<file path="src/hw/riscv_isa_pkg.sv">
/*
    RV32I instruction set definitions
    Major opcodes, the six encoding formats and one word seen through all of them
*/
package riscv_isa_pkg;

    localparam int CPU_INST_BITS = 32;

    //--------------------------------------------------
    // Major opcodes
    //--------------------------------------------------
    // Bits 6:0, low pair is always 11 for 32-bit encodings
    typedef enum logic [6:0] {
        OPC_LUI      = 7'b0110111,
        OPC_AUIPC    = 7'b0010111,
        OPC_JAL      = 7'b1101111,
        OPC_JALR     = 7'b1100111,
        OPC_BRANCH   = 7'b1100011,
        OPC_LOAD     = 7'b0000011,
        OPC_STORE    = 7'b0100011,
        OPC_OP_IMM   = 7'b0010011,
        OPC_OP       = 7'b0110011,
        OPC_SYSTEM   = 7'b1110011,
        OPC_MISC_MEM = 7'b0001111
    } opcode_e;

    //--------------------------------------------------
    // Encoding formats, MSB first
    //--------------------------------------------------
    // Register-register
    typedef struct packed {
        logic [6:0] funct7;
        logic [4:0] rs2;
        logic [4:0] rs1;
        logic [2:0] funct3;
        logic [4:0] rd;
        opcode_e    opcode;
    } r_type_t;

    // Short immediate, loads and JALR
    typedef struct packed {
        logic [11:0] imm;
        logic [4:0]  rs1;
        logic [2:0]  funct3;
        logic [4:0]  rd;
        opcode_e     opcode;
    } i_type_t;

    // Stores, immediate split around rs2/rs1
    typedef struct packed {
        logic [6:0] imm_11_5;
        logic [4:0] rs2;
        logic [4:0] rs1;
        logic [2:0] funct3;
        logic [4:0] imm_4_0;
        opcode_e    opcode;
    } s_type_t;

    // Branches, bit 0 of the offset implied zero
    typedef struct packed {
        logic       imm_12;
        logic [5:0] imm_10_5;
        logic [4:0] rs2;
        logic [4:0] rs1;
        logic [2:0] funct3;
        logic [3:0] imm_4_1;
        logic       imm_11;
        opcode_e    opcode;
    } b_type_t;

    // LUI and AUIPC
    typedef struct packed {
        logic [19:0] imm_31_12;
        logic [4:0]  rd;
        opcode_e     opcode;
    } u_type_t;

    // JAL, scrambled 20-bit offset
    typedef struct packed {
        logic       imm_20;
        logic [9:0] imm_10_1;
        logic       imm_11;
        logic [7:0] imm_19_12;
        logic [4:0] rd;
        opcode_e    opcode;
    } j_type_t;

    // Same 32 bits, any format view
    typedef union packed {
        logic [CPU_INST_BITS-1:0] raw;
        r_type_t                  r;
        i_type_t                  i;
        s_type_t                  s;
        b_type_t                  b;
        u_type_t                  u;
        j_type_t                  j;
    } inst_word_u;

endpackage

</file>
<file path="src/hw/uarch_pkg.sv">
/*
    Front end microarchitecture definitions
    Widths, reset PC, queue sizing and the records passed between stages
*/
package uarch_pkg;

    //--------------------------------------------------
    // Sizing
    //--------------------------------------------------
    localparam int CPU_ADDR_BITS = 32;
    localparam logic [CPU_ADDR_BITS-1:0] RESET_PC = '0;

    // Instruction queue
    localparam int IQ_DEPTH    = 4;
    localparam int IQ_CNT_BITS = 3;
    localparam int IQ_PTR_BITS = $clog2(IQ_DEPTH);

    // Architectural register index
    localparam int ARCH_REG_BITS = 5;

    //--------------------------------------------------
    // Stage records
    //--------------------------------------------------
    // Raw word tagged with its fetch address
    typedef struct packed {
        logic [CPU_ADDR_BITS-1:0]                pc;
        logic [riscv_isa_pkg::CPU_INST_BITS-1:0] inst;
    } fetch_packet_t;

    // Coarse class for the back end
    typedef enum logic [2:0] {
        CLASS_ALU,
        CLASS_ALU_IMM,
        CLASS_LOAD,
        CLASS_STORE,
        CLASS_BRANCH,
        CLASS_JUMP,
        CLASS_UPPER,
        CLASS_ILLEGAL
    } inst_class_e;

    // Decoded instruction handed downstream
    typedef struct packed {
        logic [CPU_ADDR_BITS-1:0] pc;
        inst_class_e              inst_class;
        logic [2:0]               funct3;
        logic                     funct7_bit5;
        logic [ARCH_REG_BITS-1:0] rd;
        logic [ARCH_REG_BITS-1:0] rs1;
        logic [ARCH_REG_BITS-1:0] rs2;
        // Sign-extended, zero when the format has none
        logic [CPU_ADDR_BITS-1:0] imm;
        logic                     writes_rd;
    } instruction_t;

endpackage

</file>
<file path="src/hw/fetch.sv">
/*
    Fetch unit
    Walks the PC, issues one instruction memory request at a time, tags responses
*/
module fetch (
    input  logic                                    clk,
    input  logic                                    arst_n,
    // Redirect from the back end
    input  logic                                    redirect_val,
    input  logic [uarch_pkg::CPU_ADDR_BITS-1:0]     redirect_pc,
    // IMEM request
    input  logic                                    imem_req_rdy,
    output logic                                    imem_req_val,
    output logic [uarch_pkg::CPU_ADDR_BITS-1:0]     imem_req_packet,
    // IMEM receive
    output logic                                    imem_rec_rdy,
    input  logic                                    imem_rec_val,
    input  logic [riscv_isa_pkg::CPU_INST_BITS-1:0] imem_rec_packet,
    // Instruction queue
    input  logic [uarch_pkg::IQ_CNT_BITS-1:0]       iq_free,
    output logic                                    iq_push,
    output uarch_pkg::fetch_packet_t                iq_push_packet
);
    import uarch_pkg::*;

    logic                     fetch_en;
    logic [CPU_ADDR_BITS-1:0] pc;
    logic                     outstanding;
    logic [CPU_ADDR_BITS-1:0] out_pc;
    logic                     stale;
    logic                     req_fire;
    logic                     rec_fire;

    //--------------------------------------------------
    // Request side
    //--------------------------------------------------
    // Nothing in flight and a slot left for the answer
    assign imem_req_val    = fetch_en && !outstanding && (iq_free != '0);
    assign imem_req_packet = pc;
    assign req_fire        = imem_req_val && imem_req_rdy;

    //--------------------------------------------------
    // Receive side
    //--------------------------------------------------
    // Ready exactly while the single request is out
    assign imem_rec_rdy = outstanding;
    assign rec_fire     = imem_rec_val && imem_rec_rdy;

    // Answers to a pre-redirect request are swallowed
    assign iq_push             = rec_fire && !stale && !redirect_val;
    assign iq_push_packet.pc   = out_pc;
    assign iq_push_packet.inst = imem_rec_packet;

    always_ff @(posedge clk or negedge arst_n) begin
        if (!arst_n) begin
            fetch_en    <= 1'b0;
            pc          <= RESET_PC;
            outstanding <= 1'b0;
            stale       <= 1'b0;
        end else begin
            // First request goes out once reset has settled
            fetch_en <= 1'b1;
            // Redirect wins over sequential advance
            if (redirect_val) begin
                pc <= redirect_pc;
            end else if (req_fire) begin
                pc <= pc + CPU_ADDR_BITS'(4);
            end
            // Request accepted on a redirect edge is already stale
            if (req_fire) begin
                outstanding <= 1'b1;
                stale       <= redirect_val;
            end else if (rec_fire) begin
                outstanding <= 1'b0;
                stale       <= 1'b0;
            end else if (redirect_val && outstanding) begin
                stale <= 1'b1;
            end
        end
    end

    // Address of the request in flight
    always_ff @(posedge clk) begin
        if (req_fire) begin
            out_pc <= pc;
        end
    end

    // Slot reserved at request time still free when the answer lands
    a_push_room: assert property (@(posedge clk) disable iff (!arst_n)
        iq_push |-> iq_free != '0);

    // Pending request holds its address until taken
    a_req_stable: assert property (@(posedge clk) disable iff (!arst_n)
        imem_req_val && !imem_req_rdy && !redirect_val
        |=> imem_req_val && $stable(imem_req_packet));

endmodule

</file>
<file path="src/hw/inst_queue.sv">
/*
    Instruction queue
    Circular buffer of fetch packets between fetch and decode
*/
module inst_queue (
    input  logic                              clk,
    input  logic                              arst_n,
    input  logic                              flush,
    // Write side
    input  logic                              push,
    input  uarch_pkg::fetch_packet_t          push_packet,
    output logic [uarch_pkg::IQ_CNT_BITS-1:0] free,
    // Read side
    input  logic                              pop,
    output logic                              head_val,
    output uarch_pkg::fetch_packet_t          head_packet
);
    import uarch_pkg::*;

    fetch_packet_t          mem [IQ_DEPTH];
    logic [IQ_PTR_BITS-1:0] wr_ptr;
    logic [IQ_PTR_BITS-1:0] rd_ptr;
    logic [IQ_CNT_BITS-1:0] count;
    logic                   do_push;
    logic                   do_pop;

    // Flush beats both push and pop
    assign do_push = push && !flush;
    assign do_pop  = pop && head_val && !flush;

    assign head_val    = (count != '0);
    assign head_packet = mem[rd_ptr];
    assign free        = IQ_CNT_BITS'(IQ_DEPTH) - count;

    //--------------------------------------------------
    // Pointers and occupancy
    //--------------------------------------------------
    always_ff @(posedge clk or negedge arst_n) begin
        if (!arst_n) begin
            wr_ptr <= '0;
            rd_ptr <= '0;
            count  <= '0;
        end else if (flush) begin
            wr_ptr <= '0;
            rd_ptr <= '0;
            count  <= '0;
        end else begin
            // Power-of-two depth, pointers wrap by themselves
            if (do_push) begin
                wr_ptr <= wr_ptr + 1'b1;
            end
            if (do_pop) begin
                rd_ptr <= rd_ptr + 1'b1;
            end
            count <= count + IQ_CNT_BITS'(do_push) - IQ_CNT_BITS'(do_pop);
        end
    end

    // Entry storage
    always_ff @(posedge clk) begin
        if (do_push) begin
            mem[wr_ptr] <= push_packet;
        end
    end

    // Decode only takes what is there
    a_no_underflow: assert property (@(posedge clk) disable iff (!arst_n)
        pop |-> head_val);

    // Fetch never overfills
    a_no_overflow: assert property (@(posedge clk) disable iff (!arst_n)
        push |-> count < IQ_DEPTH);

endmodule

</file>
<file path="src/hw/decode.sv">
/*
    Decode unit
    Splits RV32I words into fields, builds the immediate, registers the result
*/
module decode (
    input  logic                     clk,
    input  logic                     arst_n,
    input  logic                     flush,
    // From the instruction queue
    input  logic                     iq_val,
    input  uarch_pkg::fetch_packet_t iq_packet,
    output logic                     iq_pop,
    // To the next stage
    input  logic                     dec_rdy,
    output logic                     dec_val,
    output uarch_pkg::instruction_t  dec_inst
);
    import riscv_isa_pkg::*;
    import uarch_pkg::*;

    inst_word_u   word;
    instruction_t dec_next;
    logic         load_en;

    assign word = iq_packet.inst;

    //--------------------------------------------------
    // Field extraction
    //--------------------------------------------------
    always_comb begin
        dec_next             = '0;
        dec_next.pc          = iq_packet.pc;
        // Register and function fields sit in fixed spots
        dec_next.funct3      = word.r.funct3;
        dec_next.funct7_bit5 = word.r.funct7[5];
        dec_next.rd          = word.r.rd;
        dec_next.rs1         = word.r.rs1;
        dec_next.rs2         = word.r.rs2;

        case (word.r.opcode)
            OPC_OP: begin
                dec_next.inst_class = CLASS_ALU;
            end
            // Fence and system ops ride the I-type path
            OPC_OP_IMM, OPC_MISC_MEM, OPC_SYSTEM: begin
                dec_next.inst_class = CLASS_ALU_IMM;
                dec_next.imm        = {{20{word.i.imm[11]}}, word.i.imm};
            end
            OPC_LOAD: begin
                dec_next.inst_class = CLASS_LOAD;
                dec_next.imm        = {{20{word.i.imm[11]}}, word.i.imm};
            end
            OPC_STORE: begin
                dec_next.inst_class = CLASS_STORE;
                dec_next.imm        = {{20{word.s.imm_11_5[6]}}, word.s.imm_11_5,
                                       word.s.imm_4_0};
            end
            // Halfword-aligned offset
            OPC_BRANCH: begin
                dec_next.inst_class = CLASS_BRANCH;
                dec_next.imm        = {{19{word.b.imm_12}}, word.b.imm_12, word.b.imm_11,
                                       word.b.imm_10_5, word.b.imm_4_1, 1'b0};
            end
            OPC_JAL: begin
                dec_next.inst_class = CLASS_JUMP;
                dec_next.imm        = {{11{word.j.imm_20}}, word.j.imm_20, word.j.imm_19_12,
                                       word.j.imm_11, word.j.imm_10_1, 1'b0};
            end
            OPC_JALR: begin
                dec_next.inst_class = CLASS_JUMP;
                dec_next.imm        = {{20{word.i.imm[11]}}, word.i.imm};
            end
            // Upper 20 bits, low 12 zero
            OPC_LUI, OPC_AUIPC: begin
                dec_next.inst_class = CLASS_UPPER;
                dec_next.imm        = {word.u.imm_31_12, 12'b0};
            end
            // Unknown opcodes, also any low pair other than 11
            default: begin
                dec_next.inst_class = CLASS_ILLEGAL;
            end
        endcase

        dec_next.writes_rd = !(dec_next.inst_class inside
                               {CLASS_STORE, CLASS_BRANCH, CLASS_ILLEGAL});
    end

    //--------------------------------------------------
    // Output register
    //--------------------------------------------------
    // Load when empty or being drained this cycle
    assign load_en = !dec_val || dec_rdy;
    assign iq_pop  = iq_val && load_en && !flush;

    always_ff @(posedge clk or negedge arst_n) begin
        if (!arst_n) begin
            dec_val <= 1'b0;
        end else if (flush) begin
            dec_val <= 1'b0;
        end else if (load_en) begin
            dec_val <= iq_val;
        end
    end

    always_ff @(posedge clk) begin
        if (iq_pop) begin
            dec_inst <= dec_next;
        end
    end

    // Stalled output neither drops nor changes
    a_out_hold: assert property (@(posedge clk) disable iff (!arst_n)
        dec_val && !dec_rdy && !flush |=> dec_val && $stable(dec_inst));

endmodule

</file>
<file path="src/hw/core.sv">
/*
    Core front end
    Fetch, instruction queue and decode between IMEM and the decode output
*/
module core (
    input  logic                                    clk,
    input  logic                                    arst_n,
    // IMEM ports
    input  logic                                    imem_req_rdy,
    output logic                                    imem_req_val,
    output logic [uarch_pkg::CPU_ADDR_BITS-1:0]     imem_req_packet,
    output logic                                    imem_rec_rdy,
    input  logic                                    imem_rec_val,
    input  logic [riscv_isa_pkg::CPU_INST_BITS-1:0] imem_rec_packet,
    // Redirect, stands in for ROB pc_sel and rob_pc
    input  logic                                    redirect_val,
    input  logic [uarch_pkg::CPU_ADDR_BITS-1:0]     redirect_pc,
    // Decoded output
    input  logic                                    dec_rdy,
    output logic                                    dec_val,
    output uarch_pkg::instruction_t                 dec_inst
);
    import uarch_pkg::*;

    //--------------------------------------------------
    // Fetch
    //--------------------------------------------------
    logic                   iq_push;
    fetch_packet_t          iq_push_packet;
    logic [IQ_CNT_BITS-1:0] iq_free;

    fetch fetch_stage (
        .clk(clk),
        .arst_n(arst_n),
        .redirect_val(redirect_val),
        .redirect_pc(redirect_pc),
        .imem_req_rdy(imem_req_rdy),
        .imem_req_val(imem_req_val),
        .imem_req_packet(imem_req_packet),
        .imem_rec_rdy(imem_rec_rdy),
        .imem_rec_val(imem_rec_val),
        .imem_rec_packet(imem_rec_packet),
        .iq_free(iq_free),
        .iq_push(iq_push),
        .iq_push_packet(iq_push_packet)
    );

    //--------------------------------------------------
    // Instruction queue
    //--------------------------------------------------
    logic          iq_val;
    logic          iq_pop;
    fetch_packet_t iq_packet;

    // Redirect empties the queue
    inst_queue fetch_queue (
        .clk(clk),
        .arst_n(arst_n),
        .flush(redirect_val),
        .push(iq_push),
        .push_packet(iq_push_packet),
        .free(iq_free),
        .pop(iq_pop),
        .head_val(iq_val),
        .head_packet(iq_packet)
    );

    //--------------------------------------------------
    // Decode
    //--------------------------------------------------
    decode decode_stage (
        .clk(clk),
        .arst_n(arst_n),
        .flush(redirect_val),
        .iq_val(iq_val),
        .iq_packet(iq_packet),
        .iq_pop(iq_pop),
        .dec_rdy(dec_rdy),
        .dec_val(dec_val),
        .dec_inst(dec_inst)
    );

endmodule

</file>
<file path="config.mk">
export PLATFORM = sky130hd
export DESIGN_NAME = core
export DESIGN_NICKNAME = d
export VERILOG_FILES = /design/src/hw/riscv_isa_pkg.sv /design/src/hw/uarch_pkg.sv /design/src/hw/fetch.sv /design/src/hw/inst_queue.sv /design/src/hw/decode.sv /design/src/hw/core.sv
export SDC_FILE = /design/constraint.sdc
export NUM_CORES = 1
export LEC_CHECK = 0
export ABC_AREA = 1
export BUFFER_PORTS_ARGS = -buffer_cell sky130_fd_sc_hd__buf_2
export CORE_AREA = 2 2 206 208
export DETAILED_ROUTE_END_ITERATION = 8
export DIE_AREA = 0 0 208 210
export PLACE_DENSITY = 0.54
export SLEW_MARGIN = 20
export SYNTH_ARGS = -nofsm -noshare
export SYNTH_HDL_FRONTEND = slang
export SYNTH_SLANG_ARGS = --single-unit
</file>
<file path="constraint.sdc">
create_clock -name clk -period 10.7 [get_ports clk]
set_input_delay 1.07 -clock clk [delete_from_list [all_inputs] [get_ports clk]]
set_output_delay 1.07 -clock clk [all_outputs]
set_load 0.1 [all_outputs]
</file>
# --- Word-level counts from Yosys, hierarchy flattened ---
# Memories as Yosys holds them, arrays and structs flattened.
# Index checks and enable logic that the tools add are counted.
op_classes:
  n_addsub: 6
  n_eq_ne: 14
  mux: 18
  reduce_logical: 31
op_table:
  columns: ["operator", "n"]
  rows:
  - ["$pmux W32 S5", 1]
  - ["$mux W32", 2]
  - ["$add A32 B3 Y32 const B", 1]
  - ["$eq A7 B7 Y1 const B", 4]
  - ["$eq A7 B6 Y1 const B", 3]
  - ["$pmux W3 S7", 1]
  - ["$eq A7 B5 Y1 const B", 2]
  - ["$logic_and A1 B1 Y1", 12]
  - ["$reduce_bool A3 Y1", 4]
  - ["$reduce_bool A2 Y1", 5]
  - ["$mux W1", 9]
  - ["$mux W2", 4]
  - ["$eq A7 B2 Y1 const B", 1]
  - ["$eq A7 B4 Y1 const B", 1]
  - ["$eq A3 B3 Y1 const B", 2]
  - ["$logic_not A1 Y1", 5]
  - ["$reduce_or A5 Y1", 1]
  - ["$add A2 B1 Y2 const B", 2]
  - ["$reduce_or A2 Y1", 2]
  - ["$add A3 B1 Y3", 1]
  - ["$eq A3 B2 Y1 const B", 1]
  - ["$mux W3", 1]
  - ["$reduce_or A3 Y1", 1]
  - ["$sub A3 B1 Y3", 1]
  - ["other kinds (2)", 2]
totals:
  ff_bits: 162
  mem_bits_rw: 256
  in_bits: 70
  output_inout_bits: 122
  word_cells: 88
  n_memories: 1
memory_table:
  columns: ["memory", "depth", "word_bits", "rd", "rd_clocked_by_memory_dff", "wr", "line", "text"]
  rows:
  - ["fetch_queue.mem", 4, 64, 1, 0, 1, "inst_queue.sv:20", "fetch_packet_t mem [IQ_DEPTH];"]

# --- Logic depth before layout (Yosys ltp) ---
logic_depth:
  word_depth: 8
  depth_mapped: 15

# --- Modules after synthesis ---
# A second synthesis with hierarchy kept.
hier_totals:
  cells_unflattened: 1524
  area_unflattened_um2: 17837.1
by_module_without_submodules:
  columns: ["mod", "instances", "cells_per_inst", "area_per_inst_um2", "seq_area_each_um2"]
  rows:
  - ["inst_queue", 1, 807, 10702.8, 7862.5]
  - ["fetch", 1, 459, 3684.8, 1836.8]
  - ["decode", 1, 258, 3449.6, 2637.5]

# --- Worst setup path before layout ---
# No wires, ideal clock.
synth_timing:
  path_type: "input to register"
  startpoint: "input redirect_val"
  endpoint: "memory fetch_queue.mem[0][0] (netlist name) (enable)"
  setup_time_ps: 487
  arrival_ps: 4455
  setup_slack_ps: 5758
  stages: 5
  cell_sequence: "clkbuf_1 -> inv_1 -> clkbuf_1 -> nand2_1 -> nor2_1"
synth_via:
  elab_chain_len: 5
synth_lines:
  columns: ["element", "line", "text"]
  rows:
  - ["start: declaration", "core.sv:16", "input logic redirect_val,"]
  - ["$logic_not A1 Y1 (*)", "fetch.sv:50, inst_queue.sv:28", null]
  - ["$logic_and A1 B1 Y1", "fetch.sv:50", "assign iq_push = rec_fire && !stale && !redirect_val;"]
  - ["$logic_and A1 B1 Y1 (*)", "inst_queue.sv:28", "assign do_push = push && !flush;"]
  - ["$mux W1 (*)", "inst_queue.sv:61", "if (do_push) begin"]
  - ["$mux W1 (not written as such) (*)", "inst_queue.sv:62", "mem[wr_ptr] <= push_packet;"]
  - ["end: declaration", "inst_queue.sv:20", null]
# Mark *: on every way between the ends. The rest lies on a longest branch, timed or not.

==> summary.md <==
| Metric | Value |
|---|---|
| Period minus WS final | roughly 3.2 ns |
| #FFs+latches synth | roughly 420 |
| Antenna viol nets, final | 0 |
| # port buffers | about 190 |
| Sequential area share after synthesis | 0.7502 |
| CTS sink count | between 400 and 500 |
| Crit path cell chain | inv_2 > buf_4 > nand2_1 > nand3_1 > nand2_1 > nand2_1 > nor2_2 > nand2_1 > inv_1 > o21ai_2 > nand3_1 |
| Post-Syn Nets | around 1,300 |
| Dominant cells by area after synthesis | edfxtp_1 68%, dfrtp_1 6.5%, nand2_1 5.6%, o21ai_0 3.4%, nor2_1 3.1% |
| Status | complete, no violations |
| Top cell type's share of synthesized area | 0.6848 |
| Final GP Congestion | ~0.9 |
| Largest area contributor in the netlist | edfxtp_1 |
| Worst Hold Class | flop to flop |
| Total Routing Usage GR | 0.1711 |
| CTS tree | yes |
| Avg Vias per Cell | 4.968 |
| GRT overflow | 0 |
| Period utilization | 0.3025 |
| Top FF cell, synth | edfxtp_1 |
| Largest net degree at the start of global routing | 77 |
| Critical Setup Path Class | flop to flop |
| Crit-path max FO | around 70 |
| Area delta synth->final | 17.78% |
| DRT Pass-1 Iters | 5 |
| Hold WS | ~0.50 ns |
| Final nets | approximately 1,500 |
| Avg WL per Cell | about 18 microns |
| Slew Viols, Final | 0 |
| Setup bufs post-CTS | 0 |
| Lkg Pwr | 7.369 nW |
| CTS clk-pin slew, worst paths | around 0.06 ns |
| Resized cells post-CTS | 0 |
| DP Wirelength | 22,270 microns |
| Residual DRC | 0 |
| Syn Std Cell Area | about 16,000 sq um |
| Total wire length | approximately 37,000 microns |
| Synth cell types | between 40 and 50 |
| CP top delay family | buffers and inverters |
| Ys async rst share | 0.1029 |
| Core ar. | a little over 40,000 sq um |
| Setup tns final | 0 ns |
| Count leader, synth | edfxtp_1 |
| Worst vdd ir | a little over 200 uV |
| Crit start category | flop |
| Hold-fix buffers, CTS | 0 |
| Initial antenna violation count | 1 |
| Num CTS Buffers | 44 |
| Die X | roughly 210 microns |
| Post-synth EDFFs | between 300 and 400 |
| Worst-case clock buffer depth | 3 |
| Final Hold Viols | 0 |
| Synth Warn # | 0 |
| Die Height | 210 microns |
| Setup crit end kind | flop |
| Syn avg cell area | 12.97 sq um |
| Vias in the first global route | 9,907 |
| CP arrival | between 3 and 4 ns |
| Root Buffer | clkbuf_16 |
| Final setup violation count | 0 |
| Slew Limit Headroom | 0.2650 |
| Clock Latency Late Sink | approximately 0.55 ns |
| Tightest Pin Transition | 1.102 ns |
| Pwr/cell area | 301.2 nW/um^2 |
| Die area | ~44,000 sq um |
| Worst reg-to-reg setup slack | 7.46 ns |
| Number of max-cap violations | 0 |
| Post-Syn Instances | ~1,300 |
| First-pass GRT wire length | about 58,000 microns |
| Clock Skews | roughly 0.012 ns |
| 1st-iter DRT viols | approximately 630 |
| Num ports | 192 |
| Vias | about 10,000 |
| Ratio of cells with drive above 1 in the final layout | 0.2011 |
| Worst Path Required | between 10 and 15 ns |
| H-tree Lvls | 2 |
| Slowest CP cell | buf_4 |
| Row count | between 70 and 80 |
| Critical Path Max Stage Delay | about 0.75 ns |
| Initial core utilization | 0.3965 |
| Bufs and invs on worst path | 3 |
| Unrepaired setup endpoints after global routing | no |
| CP most frequent cell | nand2_1 |
| Max Clk Rate | about 300 MHz |
| Post-synth top cells | 375 x edfxtp_1, 245 x nand2_1, 138 x nor2_1 |
-- cell usage in the layout, fill, tap and decap left out, types with 4 or more instances in the layout --
| cell | count |
|---|---|
| nand4_1 | 4 |
| nor2_2 | 8 |
| o211ai_1 | 10 |
| buf_2 | 190 |
| clkbuf_1 | 8 |
| clkinv_2 | 8 |
| nor2_4 | 7 |
| xor2_1 | 13 |
| nand2_2 | 4 |
| dfrtp_1 | 41 |
| nand3_1 | 56 |
| nor3_1 | 6 |
| o21ai_0 | 111 |
| nor2_1 | 133 |
| bufinv_16 | 4 |
| clkbuf_16 | 45 |
| inv_1 | 83 |
| edfxtp_1 | 375 |
| a22oi_1 | 50 |
| nand2_1 | 245 |
| a31oi_1 | 6 |
| clkinv_1 | 10 |
| nand3_2 | 5 |
| a21oi_1 | 15 |
| xnor2_1 | 7 |
| buf_4 | 14 |
| ha_1 | 8 |
| o22ai_1 | 7 |
-- through the flow --
stage               total power (W)  std cells  cell area [sq um]  utilization  setup WS, ns
floorplan                  0.003937       1268              16440            -         5.758
global placement           0.004391       1962              17960       0.4329         7.445
detailed placement         0.004404       1962              17960       0.4329         7.401
CTS                        0.005902       2041              19360       0.4668         7.436
global route               0.006110       2041              19360       0.4668         7.117
finish                     0.005833       2043              19370       0.4670         7.463
-- area by class of cell --
type                            instances  area [sq um]
Antenna cell                            2         5.005
Clock buffer                           55          1184
Clock inverter                         24         220.2
Fill cell                            3761         22110
Inverter                               87         327.8
Multi-Input combinational cell        714          3562
Sequential cell                       418         12340
Tap cell                              539         674.4
Timing Repair Buffer                  204          1056
-- metal layers --
metal | GRT usage | routed length (microns)
met1 | 0.2397 | 17050
met2 | 0.2708 | 17230
met3 | 0.04052 | 2337
met4 | 0.04280 | 587
met5 | 0 | 0
-- kinds of logic (layout without fill, tap and decap cells) --
logic type	Yosys count	in the layout	share of synthesized area
AO/OA/AOI/OAI	210	210	0.07639
XOR/XNOR	20	20	0.01065
adder cells (fa/ha/maj)	9	9	0.007305
buffers and inverters	136	370	0.03545
flip-flops	418	418	0.7502
other	1	3	0.0002280
AND/OR/NAND/NOR	474	474	0.1198
-- state kept, by name, indices dropped and copies added (netlist names) --
register	cells
fetch_stage.fetch_en	1
decode_stage.dec_val	1
fetch_stage.imem_rec_rdy	1
fetch_queue.mem	256
fetch_queue.wr_ptr	2
fetch_stage.out_pc	32
fetch_stage.stale	1
fetch_queue.rd_ptr	2
fetch_queue.count	3
decode_stage.dec_inst	87
fetch_stage.imem_req_packet	32
-- power breakdown --
group	internal (W)	switching (W)
sequential	0.00211	0.000130
clock	0.000879	0.000603
combinational	0.000338	0.00178
total	0.00333	0.00251
-- worst paths after layout --
check / start / to / depth (start not counted)
worst min-delay path: fetch_stage.out_pc[24] / fetch_queue.mem[0][56] / 0
worst min register to register: fetch_stage.out_pc[24] / fetch_queue.mem[0][56] / 0
worst max-delay path: fetch_queue.rd_ptr[0] / decode_stage.dec_inst[30] / 11
worst max register to register: fetch_queue.rd_ptr[0] / decode_stage.dec_inst[30] / 11
min in group asynchronous: arst_n / fetch_stage.imem_req_packet[4] / 1
max in group asynchronous: arst_n / fetch_queue.rd_ptr[1] / 1
Power figures use the tool's default switching activity.
